## src/include/fpAdd_defines.svh

```systemverilog
// Binary32 only; the working mantissa keeps 8 bits below the fraction for guard, round, sticky.
`ifndef FP_ADD_DEFINES_SVH
`define FP_ADD_DEFINES_SVH

////////////////////
// Binary32 fields
////////////////////
`define FP_EXP_W        8
`define FP_MAN_W        23
`define FP_WORD_W       32

////////////////////
// Working mantissa
////////////////////
`define WORK_W          32
`define WORK_HIDDEN     31            // Hidden bit position.
`define WORK_FRAC_LSB   8             // Fraction sits at 30..8.
`define WORK_GUARD      7
`define WORK_ROUND      6             // Sticky bits below this.

////////////////////
// Special encodings
////////////////////
`define EXP_MAX         255           // Infinity and NaN exponent.
`define INF_CLASH       32'h7FFF_FFFF // Infinity minus infinity.

`endif

```

## src/hdl/fpAddPkg.sv

```systemverilog
// Vector types only; the widths come from the defines header, which must be on the include path.
`include "fpAdd_defines.svh"

package fpAddPkg;

    ////////////////////
    // Binary32 fields
    ////////////////////
    typedef logic [`FP_WORD_W-1:0] fpWord;     // Sign, exponent, fraction.
    typedef logic [`FP_EXP_W-1:0]  fpExp;      // Biased exponent.
    typedef logic [`FP_MAN_W-1:0]  fpMan;      // Stored fraction.

    ////////////////////
    // Datapath
    ////////////////////
    // Hidden bit, fraction, then guard, round and sticky.
    typedef logic [`WORK_W-1:0]    workMan;

    typedef logic [5:0]            shiftCount; // 0 to 32.

endpackage

```

## src/hdl/fpClassify.sv

```systemverilog
// Stage 1 of 3; signalling NaNs are not quieted and B's sign is flipped on subtract.
`timescale 1ns/1ps
`include "fpAdd_defines.svh"

module fpClassify import fpAddPkg::*;
(
    input  logic   clock,
    input  logic   reset,
    input  logic   inValid,
    input  fpWord  opA,
    input  fpWord  opB,
    input  logic   subtract,
    output logic   classValid,
    output fpWord  wordA,
    output fpWord  wordB,
    output logic   signA,
    output logic   signB,
    output fpExp   expA,
    output fpExp   expB,
    output workMan manA,
    output workMan manB,
    output logic   nanA,
    output logic   nanB,
    output logic   infA,
    output logic   infB,
    output logic   zeroA,
    output logic   zeroB,
    output logic   subA,
    output logic   subB
);

    fpWord flippedB;

    // Returns {nan, inf, zero, subnormal}.
    function automatic logic [3:0] classFlags(input fpWord word);
        fpExp exponent;
        fpMan fraction;
        exponent = word[`FP_WORD_W-2 -: `FP_EXP_W];
        fraction = word[`FP_MAN_W-1:0];
        classFlags[3] = (exponent == `FP_EXP_W'(`EXP_MAX)) && (fraction != '0);
        classFlags[2] = (exponent == `FP_EXP_W'(`EXP_MAX)) && (fraction == '0);
        classFlags[1] = (exponent == '0) && (fraction == '0);
        classFlags[0] = (exponent == '0) && (fraction != '0);
    endfunction

    function automatic fpExp workExp(input fpWord word);
        fpExp exponent;
        exponent = word[`FP_WORD_W-2 -: `FP_EXP_W];
        return (exponent == '0) ? fpExp'(1) : exponent;    // Subnormals scale as exponent 1.
    endfunction

    function automatic workMan workMantissa(input fpWord word);
        logic hidden;
        hidden = (word[`FP_WORD_W-2 -: `FP_EXP_W] != '0);
        return {hidden, word[`FP_MAN_W-1:0], {`WORK_FRAC_LSB{1'b0}}};
    endfunction

    assign flippedB = {opB[`FP_WORD_W-1] ^ subtract, opB[`FP_WORD_W-2:0]};

    always_ff @(posedge clock)
    begin
        if (reset)
            classValid <= 1'b0;
        else
            classValid <= inValid;
    end

    always_ff @(posedge clock)
    begin
        wordA <= opA;
        wordB <= flippedB;
        signA <= opA[`FP_WORD_W-1];
        signB <= flippedB[`FP_WORD_W-1];
        expA  <= workExp(opA);
        expB  <= workExp(flippedB);
        manA  <= workMantissa(opA);
        manB  <= workMantissa(flippedB);
        {nanA, infA, zeroA, subA} <= classFlags(opA);
        {nanB, infB, zeroB, subB} <= classFlags(flippedB);
    end

    // Downstream priority logic relies on exclusive classes.
    classOneHot: assert property (@(posedge clock) disable iff (reset)
        classValid |-> $onehot0({nanA, infA, zeroA, subA}) && $onehot0({nanB, infB, zeroB, subB}))
        else $error("operand carries more than one class flag");

endmodule

```

## src/hdl/fpAlign.sv

```systemverilog
// Stage 2 of 3; the shift clamps at 32 and lost bits fold into the LSB and the sticky flag.
`timescale 1ns/1ps
`include "fpAdd_defines.svh"

module fpAlign import fpAddPkg::*;
(
    input  logic   clock,
    input  logic   reset,
    input  logic   classValid,
    input  fpWord  wordA,
    input  fpWord  wordB,
    input  logic   signA,
    input  logic   signB,
    input  fpExp   expA,
    input  fpExp   expB,
    input  workMan manA,
    input  workMan manB,
    input  logic   nanA,
    input  logic   nanB,
    input  logic   infA,
    input  logic   infB,
    input  logic   zeroA,
    input  logic   zeroB,
    input  logic   subA,
    input  logic   subB,
    output logic   alignValid,
    output fpWord  alignWordA,
    output fpWord  alignWordB,
    output logic   alignSignA,
    output logic   alignSignB,
    output logic   alignNanA,
    output logic   alignNanB,
    output logic   alignInfA,
    output logic   alignInfB,
    output logic   alignZeroA,
    output logic   alignZeroB,
    output logic   alignSubA,
    output logic   alignSubB,
    output workMan alignedResult,
    output logic   carryOut,
    output logic   sticky,
    output logic   alignedSign,
    output fpExp   exponentOut
);

    logic                 swap;
    workMan               bigMan;
    workMan               smallMan;
    workMan               shiftedMan;
    fpExp                 bigExp;
    fpExp                 smallExp;
    fpExp                 expDiff;
    shiftCount            shiftAmt;
    logic [2*`WORK_W-1:0] shiftWide;
    logic                 lostBits;
    logic [`WORK_W:0]     sum;

    ////////////////////
    // Order and shift
    ////////////////////
    always_comb
    begin
        swap     = (expB > expA) || ((expB == expA) && (manB > manA));
        bigMan   = swap ? manB : manA;
        smallMan = swap ? manA : manB;
        bigExp   = swap ? expB : expA;
        smallExp = swap ? expA : expB;
        expDiff  = bigExp - smallExp;
        shiftAmt = (expDiff > `WORK_W) ? shiftCount'(`WORK_W) : shiftCount'(expDiff);

        // Low half catches everything shifted out.
        shiftWide  = {smallMan, {`WORK_W{1'b0}}} >> shiftAmt;
        lostBits   = |shiftWide[`WORK_W-1:0];
        shiftedMan = shiftWide[2*`WORK_W-1:`WORK_W] | workMan'(lostBits); // Jam into LSB.

        if (signA == signB)
            sum = {1'b0, bigMan} + {1'b0, shiftedMan};
        else
            sum = {1'b0, bigMan} - {1'b0, shiftedMan};  // Larger leads, no borrow.
    end

    ////////////////////
    // Stage register
    ////////////////////
    always_ff @(posedge clock)
    begin
        if (reset)
            alignValid <= 1'b0;
        else
            alignValid <= classValid;
    end

    always_ff @(posedge clock)
    begin
        alignWordA    <= wordA;
        alignWordB    <= wordB;
        alignSignA    <= signA;
        alignSignB    <= signB;
        alignNanA     <= nanA;
        alignNanB     <= nanB;
        alignInfA     <= infA;
        alignInfB     <= infB;
        alignZeroA    <= zeroA;
        alignZeroB    <= zeroB;
        alignSubA     <= subA;
        alignSubB     <= subB;
        alignedResult <= sum[`WORK_W-1:0];
        carryOut      <= sum[`WORK_W];
        sticky        <= lostBits;
        alignedSign   <= swap ? signB : signA;
        exponentOut   <= bigExp;
    end

    // The magnitude ordering must keep subtraction within range.
    noSubtractCarry: assert property (@(posedge clock) disable iff (reset)
        classValid && (signA != signB) |=> !carryOut)
        else $error("carry out of an effective subtraction");

endmodule

```

## src/hdl/fpNormalize.sv

```systemverilog
// Stage 3 of 3; round to nearest even only, no exception flags, overflow saturates to infinity.
`timescale 1ns/1ps
`include "fpAdd_defines.svh"

module fpNormalize import fpAddPkg::*;
(
    input  logic   clock,
    input  logic   reset,
    input  logic   alignValid,
    input  fpWord  alignWordA,
    input  fpWord  alignWordB,
    input  logic   alignSignA,
    input  logic   alignSignB,
    input  logic   alignNanA,
    input  logic   alignNanB,
    input  logic   alignInfA,
    input  logic   alignInfB,
    input  logic   alignZeroA,
    input  logic   alignZeroB,
    input  logic   alignSubA,
    input  logic   alignSubB,
    input  workMan alignedResult,
    input  logic   carryOut,
    input  logic   sticky,
    input  logic   alignedSign,
    input  fpExp   exponentOut,
    output logic   outValid,
    output fpWord  result
);

    localparam int EXP_EXT_W = `FP_EXP_W + 1;
    localparam int RND_W     = `WORK_W - `WORK_FRAC_LSB + 1;

    shiftCount              leadZeros;
    shiftCount              shiftAmt;
    workMan                 normMan;
    logic                   extraSticky;
    logic [EXP_EXT_W-1:0]   expBase;
    logic [EXP_EXT_W-1:0]   expFinal;
    logic                   guardBit;
    logic                   roundBit;
    logic                   stickyBit;
    logic                   roundUp;
    logic [RND_W-1:0]       rounded;
    fpMan                   fracFinal;
    fpWord                  normalWord;
    fpWord                  nextResult;

    function automatic shiftCount countZeros(input workMan value);
        shiftCount count;
        count = shiftCount'(`WORK_W);
        for (int i = 0; i < `WORK_W; i++)
            if (value[i])
                count = shiftCount'(`WORK_W - 1 - i);   // Highest set bit wins.
        return count;
    endfunction

    ////////////////////
    // Normal path
    ////////////////////
    always_comb
    begin
        leadZeros   = countZeros(alignedResult);
        extraSticky = 1'b0;
        if (carryOut)
        begin
            shiftAmt    = '0;
            expBase     = {1'b0, exponentOut} + EXP_EXT_W'(1);
            normMan     = {1'b1, alignedResult[`WORK_W-1:1]};
            extraSticky = alignedResult[0];
        end
        else if (leadZeros < exponentOut)
        begin
            shiftAmt = leadZeros;
            expBase  = {1'b0, exponentOut} - EXP_EXT_W'(leadZeros);
            normMan  = alignedResult << shiftAmt;
        end
        else
        begin
            // Exponent floor reached, result goes subnormal.
            shiftAmt = shiftCount'(exponentOut - 1'b1);
            expBase  = EXP_EXT_W'(1);
            normMan  = alignedResult << shiftAmt;
        end

        guardBit  = normMan[`WORK_GUARD];
        roundBit  = normMan[`WORK_ROUND];
        stickyBit = (|normMan[`WORK_ROUND-1:0]) | extraSticky | sticky;
        roundUp   = guardBit && (roundBit || stickyBit || normMan[`WORK_FRAC_LSB]);
        rounded   = {1'b0, normMan[`WORK_W-1:`WORK_FRAC_LSB]} + RND_W'(roundUp);

        if (rounded[RND_W-1])
        begin
            expFinal  = expBase + EXP_EXT_W'(1);          // Rounding carried past the hidden bit.
            fracFinal = '0;
        end
        else
        begin
            expFinal  = rounded[`FP_MAN_W] ? expBase : '0; // No hidden bit means subnormal.
            fracFinal = rounded[`FP_MAN_W-1:0];
        end

        if (expFinal >= `EXP_MAX)
            normalWord = {alignedSign, `FP_EXP_W'(`EXP_MAX), `FP_MAN_W'(0)};
        else
            normalWord = {alignedSign, expFinal[`FP_EXP_W-1:0], fracFinal};
    end

    ////////////////////
    // Special cases
    ////////////////////
    always_comb
    begin
        if (alignNanA)
            nextResult = alignWordA;
        else if (alignNanB)
            nextResult = alignWordB;
        else if (alignInfA && alignInfB && (alignSignA != alignSignB))
            nextResult = `INF_CLASH;
        else if (alignInfA)
            nextResult = alignWordA;
        else if (alignInfB)
            nextResult = alignWordB;
        else if (alignZeroA && !alignZeroB)
            nextResult = alignWordB;
        else if (alignZeroA || alignZeroB)
            nextResult = alignWordA;                      // Both zero keeps A.
        else if (alignSubA && alignSubB)
            nextResult = {alignedSign, fpExp'(alignedResult[`WORK_HIDDEN]),
                          alignedResult[`WORK_HIDDEN-1:`WORK_FRAC_LSB]};
        else
            nextResult = normalWord;
    end

    always_ff @(posedge clock)
    begin
        if (reset)
            outValid <= 1'b0;
        else
            outValid <= alignValid;
    end

    always_ff @(posedge clock)
    begin
        result <= nextResult;
    end

    // Above the exponent floor the zero count must bring the hidden bit to the top.
    hiddenBitSet: assert property (@(posedge clock) disable iff (reset)
        alignValid && !carryOut && (alignedResult != '0) && (leadZeros < exponentOut)
        |-> normMan[`WORK_HIDDEN])
        else $error("normalized mantissa lost its hidden bit");

endmodule

```

## src/hdl/fpAdder.sv

```systemverilog
// Three-cycle binary32 add/subtract, one operation per cycle, no stall and no back-pressure.
`timescale 1ns/1ps
`include "fpAdd_defines.svh"

module fpAdder import fpAddPkg::*;
(
    input  logic  clock,
    input  logic  reset,
    input  logic  inValid,
    input  fpWord opA,
    input  fpWord opB,
    input  logic  subtract,
    output logic  outValid,
    output fpWord result
);

    ////////////////////
    // Stage 1 to 2
    ////////////////////
    logic   classValid;
    fpWord  wordA;
    fpWord  wordB;
    logic   signA;
    logic   signB;
    fpExp   expA;
    fpExp   expB;
    workMan manA;
    workMan manB;
    logic   nanA, nanB;
    logic   infA, infB;
    logic   zeroA, zeroB;
    logic   subA, subB;

    ////////////////////
    // Stage 2 to 3
    ////////////////////
    logic   alignValid;
    fpWord  alignWordA;
    fpWord  alignWordB;
    logic   alignSignA, alignSignB;
    logic   alignNanA, alignNanB;
    logic   alignInfA, alignInfB;
    logic   alignZeroA, alignZeroB;
    logic   alignSubA, alignSubB;
    workMan alignedResult;
    logic   carryOut;
    logic   sticky;
    logic   alignedSign;
    fpExp   exponentOut;

    // Port names match across stages.
    fpClassify  i_classify  (.*);
    fpAlign     i_align     (.*);
    fpNormalize i_normalize (.*);

endmodule

```

## config.mk

```make
export PLATFORM = sky130hd
export DESIGN_NAME = fpAdder
export DESIGN_NICKNAME = d
export VERILOG_FILES = /design/src/hdl/fpAddPkg.sv /design/src/hdl/fpClassify.sv /design/src/hdl/fpAlign.sv /design/src/hdl/fpNormalize.sv /design/src/hdl/fpAdder.sv
export VERILOG_INCLUDE_DIRS = /design/src /design/src/include
export SDC_FILE = /design/constraint.sdc
export NUM_CORES = 1
export LEC_CHECK = 0
export BUFFER_PORTS_ARGS = -buffer_cell sky130_fd_sc_hd__buf_2
export CAP_MARGIN = 20
export CORE_MARGIN = 4
export CORE_UTILIZATION = 50
export CTS_CLUSTER_SIZE = 25
export DETAILED_ROUTE_END_ITERATION = 8
export PLACE_DENSITY = 0.67
export SYNTH_ARGS = -nofsm -noshare
export SYNTH_HDL_FRONTEND = slang
export SYNTH_SLANG_ARGS = --single-unit
```

## constraint.sdc

```tcl
create_clock -name clock -period 11.3 [get_ports clock]
set_input_delay 1.13 -clock clock [delete_from_list [all_inputs] [get_ports clock]]
set_output_delay 1.13 -clock clock [all_outputs]
set_load 0.05 [all_outputs]
```

==> run summary <==
PLACED DESIGN
------------------------------------------------------------------------------------
Total placed instance area                                                 19300 µm²
# port buffers                                                                   100
Worst slack after detailed placement                                          380 ps
Weighted congestion at the end of routability-driven global placement           1.10
Instance count after placement with tap cells included                          2839
Final HPWL DP                                                               62600 µm

SYNTH
------------------------------------------------------------------------------------
Async set or reset register ratio after synthesis                                  0
Post-synthesis cell count                                                       2373
Synth area leader                                                       sky130_fd_sc_hd__dfxtp_1
Post-synth EDFFs                                                                   0
Commonest cells post-synth                                              250 x sky130_fd_sc_hd__nand2_1, 240 x sky130_fd_sc_hd__dfxtp_1, 205 x sky130_fd_sc_hd__nor2_1
Sequential element share of the synthesized area                               0.262
Top-count cell post-synth                                               sky130_fd_sc_hd__nand2_1
Dominant synthesized flop cell                                          sky130_fd_sc_hd__dfxtp_1
Average instance area after synthesis                                       7.73 µm²
Area of the mapped netlist                                                 18300 µm²
Area share of the largest cell type after synthesis                            0.262
Total of warnings raised by yosys                                                  0
Number of nets in the synthesized netlist                                       2512
Largest cells by area after synthesis                                   sky130_fd_sc_hd__dfxtp_1 26%, sky130_fd_sc_hd__mux2i_1 5.2%, sky130_fd_sc_hd__nand2_1 5.1%
Distinct cell type count after synthesis                                         107
Flip-flop and latch count after synthesis                                        240

STA
------------------------------------------------------------------------------------
Final setup violation count                                                        0
Total negative slack                                                            0 ps
Maximum clock frequency                                                     92.4 MHz
Final critical delay including setup and external delays                    10820 ps
Final worst slack                                                             479 ps
Crit share post-route                                                          0.958
Relative slew slack                                                            0.236
Endpoints failing hold                                                             0
Final-report max-slew violation count                                              0
Clk_skew                                                                     37.7 ps
Transition time of the tightest slew-check pin                               1140 ps

POWER
------------------------------------------------------------------------------------
Portion of total power attributed to sequential cells                          0.223
Switching power of the nets                                                  3100 µW
Switching part of the total                                                    0.533
Peak ir drop on the vdd network                                             0.144 mV
Clock Power Share                                                              0.139
Total power density per cell area                                         286 nW/µm²
Proportion of power drawn by combinational gates                               0.639
Total Power Consumption                                                      5810 µW
LEAKAGE                                                                   0.00823 µW
Int Pwr                                                                      2720 µW

DETAILED ROUTING
------------------------------------------------------------------------------------
DR vias/cell                                                                    7.04
DRT Wirelength                                                              80000 µm
Wire length per cell after detailed routing                                  27.7 µm
First-pass iteration count of the detailed router                                  9
Vias after detailed routing                                                    20300
Iter 0 DRT Violations                                                           3053
Count of antenna-violating nets left after detailed routing                        0
DRC errors left                                                                    4

MIN PATH
------------------------------------------------------------------------------------
Class of the tightest hold or removal check                               reg -> reg
Hold depth                                                                         0
Worst hold path endpoint                                                i_align.alignSubB
Beginning of the worst hold path                                        i_classify.subB

GLOBAL ROUTE
------------------------------------------------------------------------------------
GR Overflow Total                                                                  0
Maximum number of pins on one net before global-route repair                      63
Vias in the first global route                                                 19000
Global routing usage summed across all routing layers                          0.384
Global-route wire length before repair                                     118000 µm
Number of antenna violations at the first check in global routing                  0

DIE
------------------------------------------------------------------------------------
Vertical die dimension                                                        200 µm
Die outline area                                                           39800 µm²
Initial standard-cell utilization of the core                                  0.511
Core box area                                                              35900 µm²
Die Width                                                                     200 µm
Number of ports placed on the die boundary                                       101
Standard-cell rows                                                                69

CRITICAL PATH
------------------------------------------------------------------------------------
Startpoint type of the worst setup path                                     register
FF-to-FF setup slack                                                          480 ps
Worst r2r src                                                           i_classify.wordA[21]
Family with the most delay on the worst path                            compound AO/OA/AOI/OAI gates
Worst EP arrival                                                            11220 ps
Worst r2r path cells                                                              48
Crit Path Max Fanout                                                              11
Critical path data required time                                            11700 ps
Critical path's slowest cell                                            sky130_fd_sc_hd__or4_1
Crit path buffers/inverters                                                        5
WS Path Type                                                              reg -> reg
Critical Path End Type                                                      register
RR Endpoint                                                             i_align.alignedResult[31]
Slowest cell delay on critical path                                           650 ps

CELLS AND AREA
------------------------------------------------------------------------------------
Filler cells                                                                    3363
Post-layout nets                                                                2550
Synthesis-to-layout area growth                                                10.8%
Antenna diode count                                                                0
Proportion of layout cells with a drive suffix above 1                         0.133
Reg area                                                                    4810 µm²
Filler-free cell count of the finished design                                   2890
Multi-input gate area                                                      12700 µm²
Final cell area excluding filler cells                                     20300 µm²

RUN STATUS
------------------------------------------------------------------------------------
Outcome                                                                 finished with violations
Failing checks                                                                   DRC

CTS
------------------------------------------------------------------------------------
H-tree depth reported by CTS                                                       1
Clk Tree Root Cell                                                      sky130_fd_sc_hd__clkbuf_16
Clk buf depth                                                                      3
Worst-path clk slew                                                            70 ps
Number of CTS-inserted buffers                                                    24
CTS tree                                                                         yes
Clock latency on the worst-skew pair                                          550 ps
TritonCTS Sinks                                                                  240

JOB
------------------------------------------------------------------------------------
Count of maximum capacitance violations                                            0

[repair_timing]
action	in CTS	in global routing
setup buffers	0	2
hold buffers	0	0
gates resized for setup	0	24
endpoints found under the setup margin	0	4
[stage by stage]
| stage | utilization | hold slack [ps] |
|---|---|---|
| finish | 0.566 | 301 |
| global route | 0.566 | 298 |
| CTS | 0.561 | 299 |
| detailed placement | 0.539 | 312 |
| global placement | 0.539 | 311 |
| floorplan | - | 310 |
[worst max-delay path by stage]
stage               cells after the start                 start                   endpoint
finish                                 48  i_classify.wordA[21]  i_align.alignedResult[31]
global route                           47  i_classify.wordA[21]           i_align.carryOut
CTS                                    47  i_classify.wordA[20]  i_align.alignedResult[31]
detailed placement                     47  i_classify.wordA[20]  i_align.alignedResult[31]
global placement                       44  i_classify.wordA[21]           i_align.carryOut
floorplan                              53  i_classify.wordA[22]           i_align.carryOut
[logic make-up after synthesis]
| logic type | share of synthesized area |
|---|---|
| AO/OA/AOI/OAI | 0.309 |
| XOR/XNOR | 0.0452 |
| adder cells (fa/ha/maj) | 0.0498 |
| buffers and inverters | 0.0555 |
| flip-flops | 0.262 |
| multiplexers | 0.0763 |
| AND/OR/NAND/NOR | 0.202 |
[cell usage in the layout (no fill, tap or decap), types with 52 or more instances in the layout]
cell	netlist	layout
sky130_fd_sc_hd__dfxtp_1	240	239
sky130_fd_sc_hd__inv_1	80	80
sky130_fd_sc_hd__mux2i_1	96	94
sky130_fd_sc_hd__nand2_1	250	250
sky130_fd_sc_hd__buf_4	8	77
sky130_fd_sc_hd__buf_2	26	101
sky130_fd_sc_hd__nor2_1	205	205
sky130_fd_sc_hd__xnor2_1	52	52
sky130_fd_sc_hd__a21oi_1	157	150
sky130_fd_sc_hd__a221oi_1	59	59
sky130_fd_sc_hd__ha_1	69	69
sky130_fd_sc_hd__nor3_1	68	68
sky130_fd_sc_hd__o21ai_0	128	126
sky130_fd_sc_hd__nand3_1	71	71
sky130_fd_sc_hd__o22ai_1	56	56
[area by class of cell]
class	count	area share
Tap cell	461	0.0284
Clock buffer	30	0.0321
Multi-Input combinational cell	1881	0.625
Timing Repair Buffer	182	0.0559
Clock inverter	14	0.00720
Inverter	82	0.0153
Sequential cell	240	0.237
[sequential cells by signal, summed over array words and instances (netlist names), 8 cells and up]
signal / cells
i_classify.expA: 8
i_classify.wordA: 31
i_align.exponentOut: 8
i_classify.wordB: 31
i_align.alignWordB: 31
i_classify.expB: 8
i_align.alignedResult: 32
i_normalize.result: 32
i_align.alignWordA: 31
[layer usage]
layer,vias up,track usage,share of wire
met4,0,0.204,0.073
met1,9521,0.488,0.38
met2,1437,0.631,0.45
met3,343,0.0585,0.093
li1,9031,-,-
met5,-,0,0
[power by group through the flow]
stage	sequential (µW)	clock, µW	combinational (µW)
final	1300	805	3710
after floorplan	1280	0	2390
after global placement	1290	0	3530
after detailed placement	1290	0	3540
after global routing	1300	840	3910
after CTS	1280	809	3560
Note: power is estimated with default switching activity, not from simulation.
